**config.mk**
```make
export PLATFORM = sky130hd
export DESIGN_NAME = rename_rob_top
export DESIGN_NICKNAME = d
export VERILOG_FILES = /design/src/logic/ooo_pkg.sv /design/src/logic/rob_alloc_if.sv /design/src/logic/free_list.sv /design/src/logic/rename_unit.sv /design/src/logic/rob.sv /design/src/logic/rename_rob_top.sv
export SDC_FILE = /design/constraint.sdc
export NUM_CORES = 1
export LEC_CHECK = 0
export BUFFER_PORTS_ARGS = -buffer_cell sky130_fd_sc_hd__buf_2
export CAP_MARGIN = 20
export CORE_ASPECT_RATIO = 1.75
export CORE_UTILIZATION = 60
export CTS_CLUSTER_SIZE = 14
export DETAILED_ROUTE_END_ITERATION = 7
export PLACE_DENSITY = 0.74
export SYNTH_ARGS = -nofsm -noshare
export SYNTH_HDL_FRONTEND = slang
export SYNTH_HIERARCHICAL = 1
export SYNTH_SLANG_ARGS = --single-unit
```
**constraint.sdc**
```tcl
create_clock -name clk_i -period 10.15 [get_ports clk_i]
set_input_delay 1.5225 -clock clk_i [delete_from_list [all_inputs] [get_ports clk_i]]
set_output_delay 1.5225 -clock clk_i [all_outputs]
set_load 0.03 [all_outputs]
```
**src/logic/ooo_pkg.sv**
```systemverilog
// ####################################################################
// Shared sizes and vector types for the rename and retire slice.
// All sizes are fixed here; no module takes a parameter.
// NUM_PREGS must exceed NUM_AREGS; the difference is the free pool.
// Depths are powers of two so pointers wrap by plain overflow.
// ####################################################################

package ooo_pkg;

    // Register file and buffer sizes
    localparam int NUM_AREGS     = 16;
    localparam int NUM_PREGS     = 32;
    localparam int ROB_DEPTH     = 16;
    localparam int NUM_FREE_INIT = NUM_PREGS - NUM_AREGS;

    // Pointer widths derived from the depths
    localparam int AREG_W    = $clog2(NUM_AREGS);
    localparam int PREG_W    = $clog2(NUM_PREGS);
    localparam int FL_PTR_W  = $clog2(NUM_PREGS);
    localparam int ROB_PTR_W = $clog2(ROB_DEPTH);
    localparam int WORD_W    = 32;

    // Payload of one ROB entry holds pc, inst, prd and old_prd
    localparam int ROB_ENTRY_W = 2 * WORD_W + 2 * PREG_W;

    // Register numbers
    typedef logic [AREG_W-1:0] areg_t;
    typedef logic [PREG_W-1:0] preg_t;

    // ROB index and occupancy (one extra bit to tell full from empty)
    typedef logic [ROB_PTR_W-1:0] rob_idx_t;
    typedef logic [ROB_PTR_W:0]   rob_cnt_t;

    // Free list pointers and count
    typedef logic [FL_PTR_W-1:0] fl_ptr_t;
    typedef logic [FL_PTR_W:0]   fl_cnt_t;

    // PC or instruction word
    typedef logic [WORD_W-1:0] word_t;

    typedef logic [ROB_ENTRY_W-1:0] rob_entry_t;

endpackage

```
**src/logic/rob_alloc_if.sv**
```systemverilog
// ####################################################################
// One allocation from the rename unit into the reorder buffer.
// valid is high only in cycles where the dispatch is accepted;
// the ROB writes at idx on that edge. idx and full come from the ROB.
// ####################################################################

`timescale 1ns/1ps

interface rob_alloc_if
    import ooo_pkg::*;
();

    logic     valid;    // Accepted dispatch this cycle
    areg_t    rd;       // Architectural destination
    preg_t    prd;      // Newly allocated physical reg
    preg_t    old_prd;  // Mapping of rd before this dispatch
    word_t    pc;
    word_t    inst;
    rob_idx_t idx;      // ROB tail, where the entry lands
    logic     full;     // ROB cannot take another entry

    // Rename side produces the entry, sees where it goes
    modport rename (
        output valid, rd, prd, old_prd, pc, inst,
        input  idx, full
    );

    // ROB side consumes the entry, reports tail and fullness
    modport rob (
        input  valid, rd, prd, old_prd, pc, inst,
        output idx, full
    );

endinterface

```
**src/logic/free_list.sv**
```systemverilog
// ####################################################################
// Circular FIFO of free physical register numbers.
// Reset loads NUM_AREGS .. NUM_PREGS-1 in ascending order.
// Caller must not pop while empty; pushes never overflow because at
// most NUM_FREE_INIT registers can be free at any time.
// Pop and push may happen in the same cycle.
// ####################################################################

`timescale 1ns/1ps

module free_list
    import ooo_pkg::*;
(
    input  logic  clk_i,
    input  logic  reset_i,
    input  logic  pop_i,
    input  logic  push_i,
    input  preg_t push_preg_i,
    output preg_t head_preg_o,
    output logic  empty_o
);

    // Storage for free register numbers
    preg_t   fl_mem [NUM_PREGS];
    fl_ptr_t head_q;
    fl_ptr_t tail_q;
    fl_cnt_t count_q;

    // Oldest free register is always offered
    assign head_preg_o = fl_mem[head_q];
    assign empty_o     = (count_q == '0);

    // Pointers and count
    always_ff @(posedge clk_i) begin
        if (reset_i) begin
            head_q  <= '0;
            tail_q  <= fl_ptr_t'(NUM_FREE_INIT);
            count_q <= fl_cnt_t'(NUM_FREE_INIT);
        end else begin
            if (pop_i) begin
                head_q <= head_q + 1'b1;
            end
            if (push_i) begin
                tail_q <= tail_q + 1'b1;
            end
            // Net change only when exactly one side moves
            case ({push_i, pop_i})
                2'b10:   count_q <= count_q + 1'b1;
                2'b01:   count_q <= count_q - 1'b1;
                default: count_q <= count_q;
            endcase
        end
    end

    // Contents
    // Reset loads the initial free pool
    always_ff @(posedge clk_i) begin
        if (reset_i) begin
            for (int i = 0; i < NUM_FREE_INIT; i++) begin
                fl_mem[i] <= preg_t'(NUM_AREGS + i);
            end
        end else if (push_i) begin
            // Retired register goes to the back of the line
            fl_mem[tail_q] <= push_preg_i;
        end
    end

endmodule

```
**src/logic/rename_unit.sv**
```systemverilog
// ####################################################################
// Destination renaming for one instruction per cycle.
// Map table resets to identity (areg a maps to preg a).
// stall_o is high while the ROB is full or no free reg is left;
// a dispatch during stall is dropped. Alloc outputs are
// combinational and only meaningful while stall_o is low.
// ####################################################################

`timescale 1ns/1ps

module rename_unit
    import ooo_pkg::*;
(
    input  logic  clk_i,
    input  logic  reset_i,
    input  logic  dispatch_i,
    input  areg_t rd_i,
    input  word_t pc_i,
    input  word_t inst_i,
    input  logic  free_en_i,
    input  preg_t free_preg_i,
    rob_alloc_if.rename alloc,
    output logic  stall_o,
    output preg_t alloc_prd_o
);

    // Current speculative mapping of each architectural reg
    preg_t map_q [NUM_AREGS];

    logic  fl_empty;
    preg_t fl_head;
    logic  accept;

    // Freed regs come back from ROB commit
    free_list u_free_list (
        .clk_i       (clk_i),
        .reset_i     (reset_i),
        .pop_i       (accept),
        .push_i      (free_en_i),
        .push_preg_i (free_preg_i),
        .head_preg_o (fl_head),
        .empty_o     (fl_empty)
    );

    // Stall if either resource is exhausted
    assign stall_o = alloc.full | fl_empty;
    assign accept  = dispatch_i & ~stall_o;

    // Entry handed to the ROB
    assign alloc.valid   = accept;
    assign alloc.rd      = rd_i;
    assign alloc.prd     = fl_head;
    assign alloc.old_prd = map_q[rd_i];
    assign alloc.pc      = pc_i;
    assign alloc.inst    = inst_i;

    assign alloc_prd_o = fl_head;

    // Map update on accepted dispatch
    always_ff @(posedge clk_i) begin
        if (reset_i) begin
            for (int a = 0; a < NUM_AREGS; a++) begin
                map_q[a] <= preg_t'(a);
            end
        end else if (accept) begin
            map_q[rd_i] <= fl_head;
        end
    end

endmodule

```
**src/logic/rob.sv**
```systemverilog
// ####################################################################
// Reorder buffer that allocates at the tail, completes by index and
// commits at the head, at most once per cycle and in program order.
// Head commits in the cycle after its done flag is set; commit_o and
// the free return are combinational from the head state.
// Completing an index that holds no live entry is not checked.
// ####################################################################

`timescale 1ns/1ps

module rob
    import ooo_pkg::*;
(
    input  logic     clk_i,
    input  logic     reset_i,
    rob_alloc_if.rob alloc,
    input  logic     complete_i,
    input  rob_idx_t complete_idx_i,
    output logic     commit_o,
    output word_t    commit_pc_o,
    output word_t    commit_inst_o,
    output preg_t    commit_prd_o,
    output logic     free_en_o,
    output preg_t    free_preg_o,
    output logic     empty_o,
    output logic     full_o
);

    // Per-entry status flags
    logic [ROB_DEPTH-1:0] valid_q;
    logic [ROB_DEPTH-1:0] done_q;

    // Payload as one packed word per entry
    rob_entry_t entry_q [ROB_DEPTH];

    rob_idx_t head_q;
    rob_idx_t tail_q;
    rob_cnt_t count_q;

    // Unpacked view of the head entry
    word_t head_pc;
    word_t head_inst;
    preg_t head_prd;
    preg_t head_old_prd;

    logic  commit;

    assign {head_pc, head_inst, head_prd, head_old_prd} = entry_q[head_q];

    // Occupancy
    assign empty_o = (count_q == '0);
    assign full_o  = (count_q == rob_cnt_t'(ROB_DEPTH));

    // Back to the rename unit
    assign alloc.idx  = tail_q;
    assign alloc.full = full_o;

    // Head leaves once it has finished
    assign commit = valid_q[head_q] & done_q[head_q];

    assign commit_o      = commit;
    assign commit_pc_o   = head_pc;
    assign commit_inst_o = head_inst;
    assign commit_prd_o  = head_prd;

    // Overwritten mapping is dead and goes back to the free list
    assign free_en_o   = commit;
    assign free_preg_o = head_old_prd;

    // Control state
    always_ff @(posedge clk_i) begin
        if (reset_i) begin
            valid_q <= '0;
            done_q  <= '0;
            head_q  <= '0;
            tail_q  <= '0;
            count_q <= '0;
        end else begin
            // Retire head
            if (commit) begin
                valid_q[head_q] <= 1'b0;
                head_q          <= head_q + 1'b1;
            end
            // Execution finished for this index
            if (complete_i) begin
                done_q[complete_idx_i] <= 1'b1;
            end
            // New entry at tail starts not done; last write wins
            if (alloc.valid) begin
                valid_q[tail_q] <= 1'b1;
                done_q[tail_q]  <= 1'b0;
                tail_q          <= tail_q + 1'b1;
            end
            case ({alloc.valid, commit})
                2'b10:   count_q <= count_q + 1'b1;
                2'b01:   count_q <= count_q - 1'b1;
                default: count_q <= count_q;
            endcase
        end
    end

    // Payload write at the tail
    always_ff @(posedge clk_i) begin
        if (alloc.valid) begin
            entry_q[tail_q] <= {alloc.pc, alloc.inst, alloc.prd, alloc.old_prd};
        end
    end

endmodule

```
**src/logic/rename_rob_top.sv**
```systemverilog
// ####################################################################
// Rename and retire slice: rename unit plus reorder buffer.
// Dispatch, completion and commit are single-cycle strobes with no
// handshake; stall_o is the only back-pressure.
// commit_old_prd_o is the register returned to the free list.
// ####################################################################

`timescale 1ns/1ps

module rename_rob_top
    import ooo_pkg::*;
(
    input  logic     clk_i,
    input  logic     reset_i,
    input  logic     dispatch_i,
    input  areg_t    rd_i,
    input  word_t    pc_i,
    input  word_t    inst_i,
    input  logic     complete_i,
    input  rob_idx_t complete_idx_i,
    output logic     stall_o,
    output preg_t    alloc_prd_o,
    output rob_idx_t alloc_idx_o,
    output logic     commit_o,
    output word_t    commit_pc_o,
    output word_t    commit_inst_o,
    output preg_t    commit_prd_o,
    output preg_t    commit_old_prd_o,
    output logic     empty_o,
    output logic     full_o
);

    // Allocation bundle between rename and ROB
    rob_alloc_if alloc_if ();

    // Free return path
    logic  free_en;
    preg_t free_preg;

    rename_unit u_rename (
        .clk_i       (clk_i),
        .reset_i     (reset_i),
        .dispatch_i  (dispatch_i),
        .rd_i        (rd_i),
        .pc_i        (pc_i),
        .inst_i      (inst_i),
        .free_en_i   (free_en),
        .free_preg_i (free_preg),
        .alloc       (alloc_if.rename),
        .stall_o     (stall_o),
        .alloc_prd_o (alloc_prd_o)
    );

    rob u_rob (
        .clk_i          (clk_i),
        .reset_i        (reset_i),
        .alloc          (alloc_if.rob),
        .complete_i     (complete_i),
        .complete_idx_i (complete_idx_i),
        .commit_o       (commit_o),
        .commit_pc_o    (commit_pc_o),
        .commit_inst_o  (commit_inst_o),
        .commit_prd_o   (commit_prd_o),
        .free_en_o      (free_en),
        .free_preg_o    (free_preg),
        .empty_o        (empty_o),
        .full_o         (full_o)
    );

    // Tail index the dispatch lands in
    assign alloc_idx_o      = alloc_if.idx;
    assign commit_old_prd_o = free_preg;

endmodule

```
# Word level (Yosys, flattened, before mapping)
# Memories as Yosys holds them, arrays and structs flattened. A register that Yosys moved wholly into a read port is not among the register bits.
# Cells that the tools add are included.
[word_totals] ram_bits=1424 register_bits=61 word_cells=86 memories=3
[classes] reduce_logical=9 magnitude_cmp=6 bitwise_logic=10 add_sub_neg=8 muxes=37 n_eq_ne=5
[memory_table] name="u_rob.entry_q" depth=16 word_bits=74 read_ports=1 rd_ports_with_merged_regs=1 wr=1 line_no="rob.sv:34" source="rob_entry_t entry_q [ROB_DEPTH];"
[memory_table] name="u_rename.u_free_list.fl_mem" depth=32 word_bits=5 read_ports=1 rd_ports_with_merged_regs=1 wr=16 line_no="free_list.sv:24" source="preg_t fl_mem [NUM_PREGS];"
[memory_table] name="u_rename.map_q" depth=16 word_bits=5 read_ports=1 rd_ports_with_merged_regs=0 wr=16 line_no="rename_unit.sv:28" source="preg_t map_q [NUM_AREGS];"
[op_table] cell="two-way mux 16 bit" n=6
[op_table] cell="AND 16 bit" n=2
[op_table] cell="NOT 16 bit" n=2
[op_table] cell="OR 16 bit" n=2
[op_table] cell="two-way mux 5 bit" n=5
[op_table] cell="two-way mux 1 bit" n=16
[op_table] cell="adder 5 x 1 -> 5 bit, second input constant" n=3
[op_table] cell="< comparator 4 x 5 -> 1 bit, second input constant" n=3
[op_table] cell="demux 1 bit (select 4 bit)" n=3
[op_table] cell="greater-or-equal comparator 4 x 1 -> 1 bit, second input constant" n=3
[op_table] cell="two-way mux 4 bit" n=3
[op_table] cell="one-hot mux 6 bit (2 select lines)" n=1
[op_table] cell="one-hot mux 5 bit (2 select lines)" n=1
[op_table] cell="OR reduction 5 bit" n=2
[op_table] cell="adder 4 x 1 -> 4 bit, second input constant" n=2
[op_table] cell="binary-select mux 1 bit (select 4 bit)" n=2
[op_table] cell="adder 6 x 1 -> 6 bit, second input constant" n=1
[op_table] cell="logical NOT 6 bit" n=1
[op_table] cell="subtractor 6 x 1 -> 6 bit, second input constant" n=1
[op_table] cell="equality test 5 bit, second input constant" n=1
[op_table] cell="logical NOT 5 bit" n=1
[op_table] cell="subtractor 5 x 1 -> 5 bit, second input constant" n=1
[op_table] cell="equality test 2 x 1 -> 1 bit, second input constant" n=2
[op_table] cell="equality test 2 bit, second input constant" n=2
[op_table] cell="other kinds (5)" n=9

# Depth between registers and ports, before layout
[depth] depth_word=10 depth_mapped=17

# Modules after synthesis
# The synthesis kept the hierarchy.
[by_module_without_submodules] mod="rob" cells_per_inst=1917 n_inst=1 area_per_inst_um2=46814.9
[by_module_without_submodules] mod="free_list" cells_per_inst=585 n_inst=1 area_per_inst_um2=8027.7
[by_module_without_submodules] mod="rename_unit" cells_per_inst=340 n_inst=1 area_per_inst_um2=4281.6

# Worst setup path after synthesis
# OpenSTA, ideal clock, no wires.
[synth_timing] kind="input -> register" from="input port dispatch_i" to="memory u_rob/entry_q[10][0] (netlist name) (enable)" path_slack_ns=5.459 path_stages=7 arrival_ns=4.261 setup_time_ns=0.429 required_time_ns=9.721 path_cell_list="inv_1 > nor2_1 > clkbuf_1 > inv_1 > nor3b_1 > nand2_1 > inv_1"
[synth_between] elab_chain_cells=3
[synth_rtl] element="start: declaration" line_no="rename_rob_top.sv:15" source="input logic dispatch_i,"
[synth_rtl] element="AND 1 bit" line_no="rename_unit.sv:47" source="assign accept = dispatch_i & ~stall_o;"
[synth_rtl] element="net alloc_if.valid" line_no="rob_alloc_if.sv:13" source="logic valid;"
[synth_rtl] element="two-way mux 1 bit" line_no="rob.sv:104" source="if (alloc.valid) begin"
[synth_rtl] element="two-way mux 1 bit (implied by the code)" line_no="rob.sv:105" source="entry_q[tail_q] <= {alloc.pc, alloc.inst, alloc.prd, alloc.old_prd};"
[synth_rtl] element="end: declaration" line_no="rob.sv:34"
# The timed path passes the listed nets, and every way through them passes these cells.

==> run_summary.xml <==
<?xml version="1.0" encoding="UTF-8"?>
<metrics>
  <group name="final_layout">
    <metric name="nNetsFinal" unit="">3045</metric>
    <metric name="multiInputGateArea" unit="mm2">0.0134</metric>
    <metric name="final-seq-area" unit="mm2">0.0442</metric>
    <metric name="final_cell_mix" unit="">edfxtp_1, mux4_2, buf_2</metric>
    <metric name="post_route_cells_drive_above_1_share" unit="">0.272</metric>
    <metric name="finish.cell_count_without_fillers" unit="">4342</metric>
    <metric name="postLayoutCellArea" unit="mm2">0.0645</metric>
    <metric name="synthToLayoutAreaGrowth" unit="%">9.14</metric>
    <metric name="most_frequent_standard_cell_in_the_layout_excluding_fill_and_tap_cells" unit="">edfxtp_1</metric>
    <metric name="layout.filler_cells" unit="">6337</metric>
  </group>
  <group name="clock_tree">
    <metric name="clk_latency" unit="ps">750</metric>
    <metric name="tritoncts" unit="">done</metric>
    <metric name="path_clk_slew" unit="ps">70</metric>
    <metric name="clock_sinks" unit="">1494</metric>
    <metric name="cts_buf_count" unit="">132</metric>
    <metric name="post_cts.repair.setup_buffers" unit="">0</metric>
    <metric name="post_cts.resized_instances" unit="">0</metric>
    <metric name="postCtsHoldBufs" unit="">0</metric>
    <metric name="cts.root.buffer_cell" unit="">clkbuf_16</metric>
    <metric name="cts.htree.levels" unit="">4</metric>
    <metric name="ctsLongestPathBuffers" unit="">3</metric>
  </group>
  <group name="place">
    <metric name="placed_cells_incl_taps" unit="">4123</metric>
    <metric name="placed_cell_area" unit="mm2">0.0605</metric>
    <metric name="io_buffer_count" unit="">162</metric>
    <metric name="post-dp-hpwl" unit="um">71200</metric>
    <metric name="gpl.final_weighted_congestion" unit="">0.905</metric>
  </group>
  <group name="sta">
    <metric name="worstMarginPinSlew" unit="ps">1160</metric>
    <metric name="slew_headroom" unit="">0.224</metric>
    <metric name="max_freq" unit="MHz">169</metric>
    <metric name="worst_clock_skew" unit="ps">33.3</metric>
    <metric name="finalMaxSlewViolations" unit="">0</metric>
    <metric name="min_period_over_period" unit="">0.583</metric>
    <metric name="fin_crit" unit="ps">5920</metric>
    <metric name="setup_total_negative_slack" unit="ps">0</metric>
    <metric name="timing_hold_violations_final" unit="">0</metric>
    <metric name="grt_setup_unrepaired" unit="">no</metric>
    <metric name="finalSetupViolations" unit="">0</metric>
  </group>
  <group name="job">
    <metric name="cap_viol_max_count" unit="">0</metric>
  </group>
  <group name="power_and_ir_drop">
    <metric name="portion_of_total_power_attributed_to_sequential_cells" unit="">0.557</metric>
    <metric name="ir_worst_vdd" unit="V">0.000197</metric>
    <metric name="p_clk_frac" unit="">0.375</metric>
    <metric name="p_leak" unit="nW">19.8</metric>
    <metric name="totalPowerFinal" unit="W">0.0125</metric>
    <metric name="switching_share" unit="">0.224</metric>
    <metric name="power.density_cell_area" unit="mW/mm2">194</metric>
    <metric name="power_report.internal_total" unit="W">0.00973</metric>
    <metric name="p_sw" unit="W">0.00281</metric>
    <metric name="power.combinational.fraction" unit="">0.068</metric>
  </group>
  <group name="synthesis">
    <metric name="synthesis.area" unit="mm2">0.0591</metric>
    <metric name="syn-num-nets" unit="">2934</metric>
    <metric name="avgSynthCellArea" unit="um2">20.8</metric>
    <metric name="synth_cells" unit="">2838</metric>
    <metric name="yosys_warnings" unit="">6</metric>
  </group>
  <group name="worst_setup_path">
    <metric name="startpoint_type" unit="">flip-flop</metric>
    <metric name="timing.critical_path.fanout_max" unit="">46</metric>
    <metric name="worst_ep_required_time" unit="ps">8630</metric>
    <metric name="cp_data_arrival_time" unit="ps">4400</metric>
    <metric name="endpoint_kind" unit="">output pin</metric>
    <metric name="setup.worst_path.class" unit="">reg2out</metric>
  </group>
  <group name="hold_path">
    <metric name="min_path_type" unit="">reg2reg</metric>
  </group>
  <group name="drt">
    <metric name="detail_route.first_pass.iterations" unit="">7</metric>
    <metric name="wl" unit="um">131000</metric>
    <metric name="drtIter0Drc" unit="">2865</metric>
    <metric name="route.detailed.vias_per_inst" unit="">6.52</metric>
    <metric name="dr_total_vias" unit="">28289</metric>
    <metric name="drc_errors" unit="">0</metric>
    <metric name="detail_route.wl_per_cell" unit="um">30.2</metric>
    <metric name="drtAntennaViolNets" unit="">0</metric>
  </group>
  <group name="floorplan">
    <metric name="placement_rows" unit="">152</metric>
    <metric name="floorplan.initialDensity" unit="">0.605</metric>
    <metric name="die_w" unit="um">239</metric>
    <metric name="die_h" unit="um">417</metric>
    <metric name="design.core.area" unit="mm2">0.0978</metric>
    <metric name="floorplan.die_area" unit="mm2">0.0998</metric>
    <metric name="ioPinCount" unit="">163</metric>
  </group>
  <group name="global_routing">
    <metric name="largest_net_degree_at_the_start_of_global_routing" unit="">91</metric>
    <metric name="globalRoute.totalOverflow" unit="">0</metric>
    <metric name="grt_antenna_before_repair" unit="">11</metric>
    <metric name="vias_in_the_first_global_route" unit="">29657</metric>
    <metric name="grt_first_pass_wirelength" unit="um">192000</metric>
    <metric name="gr-usage-all-layers" unit="">0.270</metric>
  </group>
  <group name="outcome">
    <metric name="run_status" unit="">finished, final reports clean</metric>
  </group>
</metrics>
==> power by group through the flow <==
stage	clock network (W)	logic (W)	registers (W)
final	0.00471	0.000851	0.00698
after detailed placement	0	0.000851	0.00711
after global placement	0	0.000829	0.00710
after floorplan	0	0.000574	0.00710
after global routing	0.00500	0.000898	0.00699
after CTS	0.00479	0.000855	0.00698
==> worst paths after layout <==
path / startpoint / to / slack, ps / depth (start not counted)
max reg2reg: u_rob/count_q[1] / u_rob/entry_q[11][45] / 5900 / 10
min reg2reg: u_rob/valid_q[7] / u_rob/valid_q[7] / 510 / 2
min: u_rob/valid_q[7] / u_rob/valid_q[7] / 510 / 2
max: flip-flop / commit_inst_o[2] / 4230 / 5
==> critical path, stage by stage, from the launching register on <==
cell	delay (ps)
dfxtp_4	850
buf_4	580
buf_4	790
mux4_2	600
mux4_2	490
buf_2	250
==> per-layer routing <==
layer / vias to the layer above / track usage / part of all wire
li1: 11775 / - / -
met3: 285 / 0.0477 / 0.068
met1: 14932 / 0.336 / 0.36
met2: 1287 / 0.467 / 0.53
met4: 10 / 0.117 / 0.043
met5: - / 0 / 0.00044
==> layout make-up <==
| class | instances | share of cell area |
|---|---|---|
| timing repair buffer | 205 | 0.0181 |
| sequential | 1494 | 0.685 |
| antenna | 6 | 0.000233 |
| clock buffer | 168 | 0.0545 |
| inverter | 33 | 0.00254 |
| tap | 1309 | 0.0254 |
| clock inverter | 44 | 0.00663 |
| multi-input combinational | 1083 | 0.208 |
==> stage by stage <==
step           utilization  worst slack [ps]  hold slack [ps]
4_1_cts              0.659              4090              506
5_1_grt              0.660              3870              517
3_5_place_dp         0.619              4930              496
6_report             0.660              4230              508
2_1_floorplan            -              5460              476
3_3_place_gp         0.619              4990              487
==> state kept, by name, summed over array words and instances (netlist names), 6 cells and up, named ones only <==
name                          count
u_rename/u_free_list/fl_mem     160
u_rob/entry_q                  1184
u_rob/done_q                     16
u_rename/u_free_list/count_q      6
u_rename/map_q                   80
u_rob/valid_q                    16
Power figures use the tool's default switching activity.
